==> src/program.hex <==
// one 32-bit instruction word per line in hex, word 0 at address 0
// trailing text after each word is the assembly it encodes
FF900093 // addi x1, x0, -7
00500113 // addi x2, x0, 5
002081B3 // add  x3, x1, x2
00302023 // sw   x3, 0(x0)
40208233 // sub  x4, x1, x2
00402223 // sw   x4, 4(x0)
0020F1B3 // and  x3, x1, x2
00302423 // sw   x3, 8(x0)
0020E1B3 // or   x3, x1, x2
00302623 // sw   x3, 12(x0)
0020C1B3 // xor  x3, x1, x2
00302823 // sw   x3, 16(x0)
0020A1B3 // slt  x3, x1, x2
00112233 // slt  x4, x2, x1
00302A23 // sw   x3, 20(x0)
00402C23 // sw   x4, 24(x0)
03002303 // lw   x6, 48(x0)
03402383 // lw   x7, 52(x0)
00730433 // add  x8, x6, x7
00802E23 // sw   x8, 28(x0)
407304B3 // sub  x9, x6, x7
02902023 // sw   x9, 32(x0)
00300513 // addi x10, x0, 3
02400593 // addi x11, x0, 36
00A5A023 // loop: sw x10, 0(x11)
00458593 // addi x11, x11, 4
FFF50513 // addi x10, x10, -1
FE051AE3 // bne  x10, x0, loop
00208463 // beq  x1, x2, +8 (not taken)
02202823 // sw   x2, 48(x0)
00050463 // beq  x10, x0, +8 (taken)
02102A23 // sw   x1, 52(x0) (skipped)
008002EF // jal  x5, +8
02102C23 // sw   x1, 56(x0) (skipped)
02502C23 // sw   x5, 56(x0)
0000006F // jal  x0, 0 (halt)

==> src/rv_isa_pkg.sv <==
package rv_isa_pkg;

    // major opcodes of the supported subset
    typedef enum logic [6:0] {
        opc_op     = 7'b0110011,
        opc_op_imm = 7'b0010011,
        opc_load   = 7'b0000011,
        opc_store  = 7'b0100011,
        opc_branch = 7'b1100011,
        opc_jal    = 7'b1101111
    } opcode_e;

    // funct3 for register and immediate arithmetic
    localparam logic [2:0] f3_add_sub = 3'b000;
    localparam logic [2:0] f3_slt     = 3'b010;
    localparam logic [2:0] f3_xor     = 3'b100;
    localparam logic [2:0] f3_or      = 3'b110;
    localparam logic [2:0] f3_and     = 3'b111;

    // funct3 for conditional branches
    localparam logic [2:0] f3_beq = 3'b000;
    localparam logic [2:0] f3_bne = 3'b001;
    localparam logic [2:0] f3_blt = 3'b100;
    localparam logic [2:0] f3_bge = 3'b101;

    // funct7 picks sub over add
    localparam logic [6:0] f7_base = 7'b0000000;
    localparam logic [6:0] f7_sub  = 7'b0100000;

    // one instruction word, five ways to read it
    typedef union packed {
        struct packed {
            logic [6:0] funct7;
            logic [4:0] rs2;
            logic [4:0] rs1;
            logic [2:0] funct3;
            logic [4:0] rd;
            logic [6:0] opcode;
        } r_fmt;
        struct packed {
            logic [11:0] imm;
            logic [4:0]  rs1;
            logic [2:0]  funct3;
            logic [4:0]  rd;
            logic [6:0]  opcode;
        } i_fmt;
        struct packed {
            logic [6:0] imm_hi;
            logic [4:0] rs2;
            logic [4:0] rs1;
            logic [2:0] funct3;
            logic [4:0] imm_lo;
            logic [6:0] opcode;
        } s_fmt;
        struct packed {
            logic       imm_12;
            logic [5:0] imm_10_5;
            logic [4:0] rs2;
            logic [4:0] rs1;
            logic [2:0] funct3;
            logic [3:0] imm_4_1;
            logic       imm_11;
            logic [6:0] opcode;
        } b_fmt;
        struct packed {
            logic       imm_20;
            logic [9:0] imm_10_1;
            logic       imm_11;
            logic [7:0] imm_19_12;
            logic [4:0] rd;
            logic [6:0] opcode;
        } j_fmt;
    } instr_u;

    // alu operation select
    typedef enum logic [3:0] {
        alu_add = 4'd0,
        alu_sub = 4'd1,
        alu_and = 4'd2,
        alu_or  = 4'd3,
        alu_xor = 4'd4,
        alu_slt = 4'd5
    } alu_cmd_e;

endpackage
==> src/core_ctrl_pkg.sv <==
package core_ctrl_pkg;

    // sequencer states
    typedef enum logic [4:0] {
        st_fetch  = 5'd0,
        st_decode = 5'd1,
        st_exec   = 5'd2,
        st_mem    = 5'd3,
        st_wb     = 5'd4,
        st_halt   = 5'd5
    } state_e;

    // control word, one per cycle
    typedef struct packed {
        rv_isa_pkg::alu_cmd_e alu_cmd;
        // immediate instead of rs2
        logic alu_src;
        logic rf_we;
        // load data instead of alu result
        logic rf_src;
        // branch or jump target instead of pc+4
        logic pc_src;
        // write pc+4 back
        logic link;
        logic ir_load;
        logic pc_load;
        logic mem_start;
        logic mem_we;
    } ctrl_t;

    // data bus, core to memory
    typedef struct packed {
        logic        req;
        logic        we;
        logic [31:0] addr;
        logic [31:0] wdata;
    } mem_req_t;

    // data bus, memory to core
    typedef struct packed {
        logic        ack;
        logic [31:0] rdata;
    } mem_rsp_t;

endpackage

==> src/rv_core.sv <==
`timescale 1ns/1ns

module rv_core #(
    parameter int IMEM_WORDS = 64
) (
    input  logic                    clk,
    input  logic                    rst_n,
    output core_ctrl_pkg::mem_req_t mem_out,
    input  core_ctrl_pkg::mem_rsp_t mem_in,
    output logic                    halted
);
    import rv_isa_pkg::*;
    import core_ctrl_pkg::*;

    localparam int imem_aw = $clog2(IMEM_WORDS);

    logic [31:0] imem [IMEM_WORDS];

    logic [31:0] pc;
    logic [31:0] pc_plus4;
    logic [31:0] pc_next;
    instr_u      ir;
    ctrl_t       ctrl;

    logic [31:0] imm_i;
    logic [31:0] imm_s;
    logic [31:0] imm_b;
    logic [31:0] imm_j;

    logic [31:0] rs1_data;
    logic [31:0] rs2_data;
    logic [31:0] alu_b;
    logic [31:0] alu_result;
    logic        alu_zero;
    logic        alu_less;
    logic [31:0] wb_data;
    logic        mem_done;
    logic [31:0] mem_rdata;

    // program image
    initial begin
        $readmemh("/design/src/program.hex", imem);
    end

    // pc, reset to word 0
    always_ff @(posedge clk or posedge rst_n) begin
        if (rst_n) begin
            pc <= 32'd0;
        end else if (ctrl.pc_load) begin
            pc <= pc_next;
        end
    end

    // instruction register, loaded in fetch
    always_ff @(posedge clk) begin
        if (ctrl.ir_load) begin
            ir <= imem[pc[imem_aw+1:2]];
        end
    end

    // sign-extended immediates per format
    assign imm_i = {{20{ir.i_fmt.imm[11]}}, ir.i_fmt.imm};
    assign imm_s = {{20{ir.s_fmt.imm_hi[6]}}, ir.s_fmt.imm_hi, ir.s_fmt.imm_lo};
    assign imm_b = {{19{ir.b_fmt.imm_12}}, ir.b_fmt.imm_12, ir.b_fmt.imm_11,
                    ir.b_fmt.imm_10_5, ir.b_fmt.imm_4_1, 1'b0};
    assign imm_j = {{11{ir.j_fmt.imm_20}}, ir.j_fmt.imm_20, ir.j_fmt.imm_19_12,
                    ir.j_fmt.imm_11, ir.j_fmt.imm_10_1, 1'b0};

    // operand b, store offset differs from the i-type one
    always_comb begin
        if (!ctrl.alu_src) begin
            alu_b = rs2_data;
        end else if (ir.s_fmt.opcode == opc_store) begin
            alu_b = imm_s;
        end else begin
            alu_b = imm_i;
        end
    end

    // next pc, target offset depends on branch or jal
    assign pc_plus4 = pc + 32'd4;
    assign pc_next  = !ctrl.pc_src ? pc_plus4 :
                      (ir.j_fmt.opcode == opc_jal) ? pc + imm_j : pc + imm_b;

    // writeback source
    assign wb_data = ctrl.link   ? pc_plus4  :
                     ctrl.rf_src ? mem_rdata : alu_result;

    control_unit control_unit_i (
        .clk    (clk),
        .rst_n  (rst_n),
        .instr  (ir),
        .zero   (alu_zero),
        .less   (alu_less),
        .done   (mem_done),
        .ctrl   (ctrl),
        .halted (halted)
    );

    reg_file reg_file_i (
        .clk    (clk),
        .rst_n  (rst_n),
        .rs1    (ir.r_fmt.rs1),
        .rs2    (ir.r_fmt.rs2),
        .rd     (ir.r_fmt.rd),
        .we     (ctrl.rf_we),
        .wdata  (wb_data),
        .rdata1 (rs1_data),
        .rdata2 (rs2_data)
    );

    alu alu_i (
        .a      (rs1_data),
        .b      (alu_b),
        .cmd    (ctrl.alu_cmd),
        .result (alu_result),
        .zero   (alu_zero),
        .less   (alu_less)
    );

    // address from the alu, store data straight from rs2
    mem_port mem_port_i (
        .clk     (clk),
        .rst_n   (rst_n),
        .start   (ctrl.mem_start),
        .we      (ctrl.mem_we),
        .addr    (alu_result),
        .wdata   (rs2_data),
        .done    (mem_done),
        .rdata   (mem_rdata),
        .bus_out (mem_out),
        .bus_in  (mem_in)
    );

endmodule

==> src/control_unit.sv <==
`timescale 1ns/1ns

module control_unit (
    input  logic                 clk,
    input  logic                 rst_n,
    input  rv_isa_pkg::instr_u   instr,
    input  logic                 zero,
    input  logic                 less,
    input  logic                 done,
    output core_ctrl_pkg::ctrl_t ctrl,
    output logic                 halted
);
    import rv_isa_pkg::*;
    import core_ctrl_pkg::*;

    state_e state;
    state_e state_nxt;

    logic [6:0] opcode;
    logic [2:0] funct3;
    logic       is_load;
    logic       is_store;
    logic       is_branch;
    logic       is_jal;
    logic       jal_self;
    logic       take;

    // funct3 to alu command, shared by op and op_imm
    function automatic alu_cmd_e arith_cmd(input logic [2:0] f3, input logic sub);
        alu_cmd_e cmd;
        case (f3)
            f3_add_sub: cmd = sub ? alu_sub : alu_add;
            f3_slt:     cmd = alu_slt;
            f3_xor:     cmd = alu_xor;
            f3_or:      cmd = alu_or;
            f3_and:     cmd = alu_and;
            default:    cmd = alu_add;
        endcase
        return cmd;
    endfunction

    assign opcode    = instr.r_fmt.opcode;
    assign funct3    = instr.r_fmt.funct3;
    assign is_load   = (opcode == opc_load);
    assign is_store  = (opcode == opc_store);
    assign is_branch = (opcode == opc_branch);
    assign is_jal    = (opcode == opc_jal);

    // jal to itself is the halt idiom
    assign jal_self = is_jal && ({instr.j_fmt.imm_20, instr.j_fmt.imm_19_12,
                                  instr.j_fmt.imm_11, instr.j_fmt.imm_10_1} == '0);

    // branch condition from the subtract flags
    always_comb begin
        case (funct3)
            f3_beq:  take = zero;
            f3_bne:  take = !zero;
            // signed compares come for free off the same flags
            f3_blt:  take = less;
            f3_bge:  take = !less;
            default: take = 1'b0;
        endcase
    end

    always_ff @(posedge clk or posedge rst_n) begin
        if (rst_n) begin
            state <= st_fetch;
        end else begin
            state <= state_nxt;
        end
    end

    // next state
    always_comb begin
        state_nxt = state;
        case (state)
            st_fetch:  state_nxt = st_decode;
            st_decode: state_nxt = st_exec;
            st_exec: begin
                if (is_branch) begin
                    state_nxt = st_fetch;
                end else if (is_jal) begin
                    state_nxt = jal_self ? st_halt : st_fetch;
                end else if (is_load || is_store) begin
                    state_nxt = st_mem;
                end else begin
                    // alu types and unknown opcodes
                    state_nxt = st_wb;
                end
            end
            // late ack just keeps us here
            st_mem:    state_nxt = done ? st_wb : st_mem;
            st_wb:     state_nxt = st_fetch;
            st_halt:   state_nxt = st_halt;
            default:   state_nxt = st_fetch;
        endcase
    end

    // output decoder
    always_comb begin
        ctrl = '0;
        // datapath selects follow the ir in every state
        case (opcode)
            opc_op:     ctrl.alu_cmd = arith_cmd(funct3, instr.r_fmt.funct7 == f7_sub);
            opc_op_imm: ctrl.alu_cmd = arith_cmd(funct3, 1'b0);
            opc_branch: ctrl.alu_cmd = alu_sub;
            default:    ctrl.alu_cmd = alu_add;
        endcase
        ctrl.alu_src = (opcode == opc_op_imm) || is_load || is_store;
        ctrl.rf_src  = is_load;
        ctrl.link    = is_jal;

        case (state)
            st_fetch: ctrl.ir_load = 1'b1;
            st_exec: begin
                if (is_branch) begin
                    ctrl.pc_load = 1'b1;
                    ctrl.pc_src  = take;
                end else if (is_jal && !jal_self) begin
                    // jump and link in one step
                    ctrl.pc_load = 1'b1;
                    ctrl.pc_src  = 1'b1;
                    ctrl.rf_we   = 1'b1;
                end else if (is_load || is_store) begin
                    ctrl.mem_start = 1'b1;
                    ctrl.mem_we    = is_store;
                end
            end
            st_wb: begin
                ctrl.pc_load = 1'b1;
                ctrl.rf_we   = (opcode == opc_op) || (opcode == opc_op_imm) || is_load;
            end
            default: ;
        endcase
    end

    assign halted = (state == st_halt);

endmodule

==> src/mem_port.sv <==
`timescale 1ns/1ns

module mem_port (
    input  logic                    clk,
    input  logic                    rst_n,
    input  logic                    start,
    input  logic                    we,
    input  logic [31:0]             addr,
    input  logic [31:0]             wdata,
    output logic                    done,
    output logic [31:0]             rdata,
    output core_ctrl_pkg::mem_req_t bus_out,
    input  core_ctrl_pkg::mem_rsp_t bus_in
);

    typedef enum logic [1:0] {
        mp_idle,
        mp_wait_ack,
        mp_wait_release
    } mp_state_e;

    mp_state_e   state;
    logic        req;
    logic        we_q;
    logic [31:0] addr_q;
    logic [31:0] wdata_q;

    // four-phase handshake sequencing
    always_ff @(posedge clk or posedge rst_n) begin
        if (rst_n) begin
            state <= mp_idle;
            req   <= 1'b0;
            done  <= 1'b0;
        end else begin
            done <= 1'b0;
            case (state)
                mp_idle: begin
                    if (start) begin
                        req   <= 1'b1;
                        state <= mp_wait_ack;
                    end
                end
                mp_wait_ack: begin
                    if (bus_in.ack) begin
                        req   <= 1'b0;
                        state <= mp_wait_release;
                    end
                end
                mp_wait_release: begin
                    // ack gone low, transfer complete
                    if (!bus_in.ack) begin
                        done  <= 1'b1;
                        state <= mp_idle;
                    end
                end
                default: state <= mp_idle;
            endcase
        end
    end

    // request fields frozen from start until the next start
    always_ff @(posedge clk) begin
        if ((state == mp_idle) && start) begin
            we_q    <= we;
            addr_q  <= addr;
            wdata_q <= wdata;
        end
        // load data taken while ack is high
        if ((state == mp_wait_ack) && bus_in.ack) begin
            rdata <= bus_in.rdata;
        end
    end

    assign bus_out.req   = req;
    assign bus_out.we    = we_q;
    assign bus_out.addr  = addr_q;
    assign bus_out.wdata = wdata_q;

endmodule

==> src/reg_file.sv <==
`timescale 1ns/1ns

module reg_file (
    input  logic        clk,
    input  logic        rst_n,
    input  logic [4:0]  rs1,
    input  logic [4:0]  rs2,
    input  logic [4:0]  rd,
    input  logic        we,
    input  logic [31:0] wdata,
    output logic [31:0] rdata1,
    output logic [31:0] rdata2
);

    logic [31:0] regs [32];

    // write port, x0 never written
    always_ff @(posedge clk or posedge rst_n) begin
        if (rst_n) begin
            for (int i = 0; i < 32; i++) begin
                regs[i] <= 32'd0;
            end
        end else if (we && (rd != 5'd0)) begin
            regs[rd] <= wdata;
        end
    end

    // combinational reads
    assign rdata1 = (rs1 == 5'd0) ? 32'd0 : regs[rs1];
    assign rdata2 = (rs2 == 5'd0) ? 32'd0 : regs[rs2];

endmodule

==> src/alu.sv <==
`timescale 1ns/1ns

module alu (
    input  logic                 [31:0] a,
    input  logic                 [31:0] b,
    input  rv_isa_pkg::alu_cmd_e        cmd,
    output logic                 [31:0] result,
    output logic                        zero,
    output logic                        less
);
    import rv_isa_pkg::*;

    logic [31:0] diff;
    logic        ovf;

    // one subtractor feeds sub, slt and both flags
    assign diff = a - b;

    // signed overflow of a - b
    assign ovf = (a[31] != b[31]) && (diff[31] != a[31]);

    assign zero = (diff == 32'd0);
    // sign of the true difference
    assign less = diff[31] ^ ovf;

    always_comb begin
        case (cmd)
            alu_add: result = a + b;
            alu_sub: result = diff;
            alu_and: result = a & b;
            alu_or:  result = a | b;
            alu_xor: result = a ^ b;
            alu_slt: result = {31'd0, less};
            // unused codes fall back to add
            default: result = a + b;
        endcase
    end

endmodule

==> config.mk <==
export PLATFORM = sky130hd
export DESIGN_NAME = rv_core
export DESIGN_NICKNAME = d
export VERILOG_FILES = /design/src/rv_isa_pkg.sv /design/src/core_ctrl_pkg.sv /design/src/rv_core.sv /design/src/control_unit.sv /design/src/mem_port.sv /design/src/reg_file.sv /design/src/alu.sv
export SDC_FILE = /design/constraint.sdc
export NUM_CORES = 1
export LEC_CHECK = 0
export BUFFER_PORTS_ARGS = -buffer_cell sky130_fd_sc_hd__buf_4
export CORE_ASPECT_RATIO = 1.1
export CORE_MARGIN = 2
export CORE_UTILIZATION = 28
export DETAILED_ROUTE_END_ITERATION = 8
export PLACE_DENSITY = 0.74
export SLEW_MARGIN = 20
export SYNTH_ARGS = -nofsm -noshare
export SYNTH_HDL_FRONTEND = slang
export SYNTH_SLANG_ARGS = --single-unit
==> constraint.sdc <==
create_clock -name clk -period 0.9 [get_ports clk]
set_clock_uncertainty 0.1 [all_clocks]
set_input_delay 0.045 -clock clk [delete_from_list [all_inputs] [get_ports clk]]
set_output_delay 0.045 -clock clk [all_outputs]
set_load 0.01 [all_outputs]
=== Word-level counts from Yosys, hierarchy flattened ===
Cells that the tools add are included.

* Flip-flop bits (word level): 1,194
* Latch bits: 0
* RAM bits: 0
* Bits in read-only memories: 0
* Input bits: 35
* Output and inout bits: 67
* Logic and storage cells: 167
* Memories: 0

* $add $sub $neg: 5
* Multiply operators: 0
* Divide/modulo/power cells: 0
* Order comparisons: 4
* Eq/ne operators: 30
* Shift operators: 0
* Muxes and demuxes: 50
* Bitwise logic cells: 9
* Reductions and logical operators: 27

{| class="wikitable"
|+ Operators with widths
! operator !! number
|-
| 1024-bit bitwise mux || 1
|-
| 32-bit 2-to-1 mux || 12
|-
| 32-bit binary-select mux with 5-bit select || 2
|-
| 32-bit demux with 5-bit select || 1
|-
| 32-bit one-hot mux with 5 select lines || 1
|-
| 32-bit adder || 3
|-
| 32-bit by 3-bit adder with 32-bit output (second input constant) || 1
|-
| 32-bit bitwise AND || 1
|-
| 32-bit zero test || 1
|-
| 32-bit OR || 1
|-
| 32-bit subtractor || 1
|-
| 32-bit XOR || 1
|-
| 5-bit one-hot mux with 5 select lines || 1
|-
| 7-bit by 6-bit == test with 1-bit output (second input constant) || 3
|-
| 20-bit zero test || 1
|-
| 4-bit one-hot mux with 5 select lines || 1
|-
| 6-bit >= comparator (second input constant) || 3
|-
| 5-bit NOT with 6-bit output || 3
|-
| 5-bit zero test || 3
|-
| 5-bit 2-to-1 mux || 3
|-
| 7-bit == test (second input constant) || 2
|-
| 2-bit 2-to-1 mux || 7
|-
| 3-bit == test (second input constant) || 4
|-
| 3-bit one-hot mux with 4 select lines || 1
|-
| other kinds (33) || 67
|}

=== Depth between registers and ports, before layout ===
* Word-level depth: 15
* Mapped depth: 2

=== Hierarchy ===
From an unflattened synthesis, not the netlist that was laid out.

* Cells, all modules: 5,151
* Area total of the unflattened synthesis: 66,426.2 um^2

{| class="wikitable"
|+ Modules (own cells, without submodules)
! module !! times used !! cells an instance !! area an instance (um^2) !! seq. area each (um^2)
|-
| reg_file || 1 || 3,797 || 54,656.2 || 25,624.6
|-
| alu || 1 || 863 || 5,566.6 || 0.0
|-
| mem_port || 1 || 116 || 3,100.5 || 3,012.9
|-
| rv_core || 1 || 311 || 2,613.8 || 750.7
|-
| control_unit || 1 || 64 || 489.2 || 75.1
|}

=== Worst setup path before layout ===
No wires, ideal clock.

* Path kind: register to register
* Start: register control_unit_i.state[1]
* End: register control_unit_i.state[0]
* Library setup time: 87 ps
* Arrival: 701 ps
* Setup slack: 12 ps
* Cell stages (with the launch flop): 3
* Clock period less this slack: 888 ps
* Cell sequence: dfrtp_1 > o21ba_1 > a22oi_1

* Word-level cells in the longest chain between the ends: 2

{| class="wikitable"
|+ RTL lines
! what !! line !! source
|-
| from (decl) || control_unit.sv:16 || <nowiki>state_e state;</nowiki>
|-
| from (signal assigned) || control_unit.sv:67 || <nowiki>state <= st_fetch;</nowiki>
|-
| from (signal assigned) || control_unit.sv:69 || <nowiki>state <= state_nxt;</nowiki>
|-
| 5-bit by 3-bit == test with 1-bit output (tied with other cells) || control_unit.sv:76 || <nowiki>case (state)</nowiki>
|-
| 5-bit one-hot mux with 5 select lines * || control_unit.sv:76 ||
|-
| named net control_unit_i.state_nxt[0] || control_unit.sv:17 || <nowiki>state_e state_nxt;</nowiki>
|}

Mark *: on every way through the listed nets, which the timed path passes. The rest lies on a longest branch.
A chain may end at the register's enable or synchronous reset.

=== Final worst setup path ===
* Start: register control_unit_i.state[0]
* End: output port halted

* Word-level cells in the longest chain between the ends: 1

{| class="wikitable"
|+ RTL lines
! what !! line !! source
|-
| 5-bit by 3-bit == test with 1-bit output || control_unit.sv:137 || <nowiki>assign halted = (state == st_halt);</nowiki>
|-
| to (decl) || rv_core.sv:10 || <nowiki>output logic halted</nowiki>
|}

No other way between the ends.

==> metrics.yaml <==
drv_cap: 0
path_max_fanout: 4
dr_total_vias: 381
hold_class: "primary input to asynchronous set/reset pin"
io_pins: 102
avgSynthCellArea_um2: 8.473
setup-tns-final_ps: -444.4
yosysWarningCount: 0
grt_max_degree: 8
dp_hpwl_um: 635.9
r2r_setup_slack_ps: -120
dieArea_mm2: 0.003222
hold_slack_ps: 183.4
cts_made_buffers: 3
routedWlPerCell_um: 5.920
worst-r2r-cell-count: 3
dieWidth_um: 54.31
drtIter0Drc: 2
grt_usage: 0.04764
critPathKind: "flip-flop to output pin"
drt-pass1-iter-count: 2
crit_path_start: "control_unit_i.state[0]$_DFF_PP0_"
overflow: 0
setup_viol: 4
clock.fmax_mhz: 913.4
crit_family: "flip-flops"
required_ps: 750
status: "finished, violations left"
synthToLayoutAreaGrowth_pct: -8.186
drt-total-wl_um: 817
worst_ir_drop_vdd_v: 0.0006241
timing.rr.start: "control_unit_i.state[2]$_DFF_PP0_"
routabilityCongestion: 0.5718
arrival_ps: 950
final_hold_viol_count: 0
setup_ws_ps: -194.9
clock-root-buffer: "clkbuf_4"
cellPowerDensity_mw_per_mm2: 1030
syn-cell-area_um2: 779.5
max-clock-path-buffers: 2
synth-seq-cells: 7
reg2reg_to: "control_unit_i.state[0]$_DFF_PP0_"
crit_cells: 3
diodes: 0
cp_cell_sequence: "inv_1 > nor2_2 > buf_4"
leakagePower_uw: 0.0004375
fin_crit_sh: 1.217
cts_tree: "built"
synth_cell_type_count: 12
nets: 141
clk_pin_slew_ps: 50
fin_crit_ps: 1095
slowest_stage: "dfrtp_1"
final-max-slew-violation-count: 0
failed_checks: "setup timing"
coreArea_mm2: 0.002703
h-tree-depth: 1
clock_sinks: 7
synthCells: 92
antenna_found_initial: 0
clk_latency_ps: 250
ys_seq_area_frac: 0.2247
total_power_uw: 737.3
startpoint_type: "flip-flop"
fp.dieH_um: 59.34
start_util: 0.2884
cpPeakStageDelay_ps: 400
avgViaCountPerCell: 2.761
remaining_drc_errors: 0
critPathCaptureType: "output pin"
drive_gt1_frac: 0.1619
path_buf_inv: 2
port_buffers: 4
drtAntennaViolNets: 0
rows: 20
grt_pass1_vias: 262
grt_pass1_wl_mm: 1.000
rsz0062_at_grt: "yes"
[Yosys cell counts, drive strengths merged]
library cell,number,share of area
nand3b,2,0.019
a21oi,2,0.013
buf,66,0.64
o21ba,1,0.013
inv,3,0.014
a22oi,1,0.0096
nand2b,4,0.032
conb,1,0.0048
dfrtp,7,0.22
nor2,3,0.014
a211oi,1,0.0096
o21a,1,0.0096
[registers in the layout (all words and copies together) (netlist names)]
name                  cells
control_unit_i.state      3
mem_port_i.done           1
mem_port_i.req            1
mem_port_i.state          2
[through the flow]
step                      instance area [um^2]  cells  worst slack (ps)    util
after floorplan                           1020    156             11.93       -
after global routing                     715.7    138            -257.4  0.2648
after global placement                   595.6    127            -27.20  0.2204
after detailed placement                 595.6    127            -43.75  0.2204
after CTS                                686.9    136            -210.0  0.2542
final                                    715.7    138            -194.9  0.2648
[worst min-delay path: stages]
cell,delay [ps]
dlygate4sd3_1,540
buf_4,130
inv_1,200
[power by group]
part / internal, uW / leakage, uW / switching (uW)
combinational: 11.8 / 0.000329 / 133
clock: 169 / 0.0000150 / 108
sequential: 315 / 0.0000938 / 0.00000000000192
total: 496 / 0.000437 / 241
[kinds of logic (layout without fill, tap and decap cells)]
group	after synthesis	count (layout)	share of synthesized area
buffers and inverters	69	18	0.6501
and+or+nand+nor	9	9	0.06580
DFF	7	7	0.2247
AOI/OAI and AO/OA	6	6	0.05459
other	1	65	0.004811
[cell usage in the layout, fill, tap and decap left out]
| master | n |
|---|---|
| inv_1 | 3 |
| nor2_1 | 2 |
| clkbuf_4 | 3 |
| buf_6 | 2 |
| a211oi_1 | 1 |
| nand2b_4 | 3 |
| a21oi_2 | 1 |
| nand3b_1 | 2 |
| nand2b_1 | 1 |
| a22oi_1 | 1 |
| a21oi_1 | 1 |
| clkbuf_1 | 1 |
| o21a_1 | 1 |
| conb_1 | 65 |
| dlygate4sd3_1 | 2 |
| buf_4 | 7 |
| o21ba_1 | 1 |
| nor2_2 | 1 |
| dfrtp_1 | 7 |
[how the worst max path moves through the flow]
stage,to
floorplan,control_unit_i.state[0]$_DFF_PP0_
global placement,control_unit_i.state[0]$_DFF_PP0_
detailed placement,control_unit_i.state[0]$_DFF_PP0_
CTS,halted
global route,halted
finish,halted
[layout make-up]
class | count | area (um^2)
clock buffer | 4 | 26.28
tap | 33 | 41.29
timing repair buffer | 11 | 95.09
fill | 296 | 1987
sequential | 7 | 175.2
inverter | 3 | 11.26
multi-input combinational | 80 | 366.6
[routing by layer]
| metal | vias to the layer above | GRT usage | routed length, um |
|---|---|---|---|
| met4 | 0 | 0.02143 | 0 |
| li1 | 176 | - | - |
| met3 | 0 | 0.04545 | 142 |
| met2 | 35 | 0.08434 | 437 |
| met1 | 170 | 0.03120 | 237 |
| met5 | - | 0 | 0 |
[timing repair]
action	CTS	global route
setup endpoints to repair	6	7
endpoints found under the hold margin	10	0
resized for setup	4	3
pin swaps	2	0
buffers inserted	3	2
hold buffers	2	0
No activity file was read; power rests on OpenSTA's default activity.
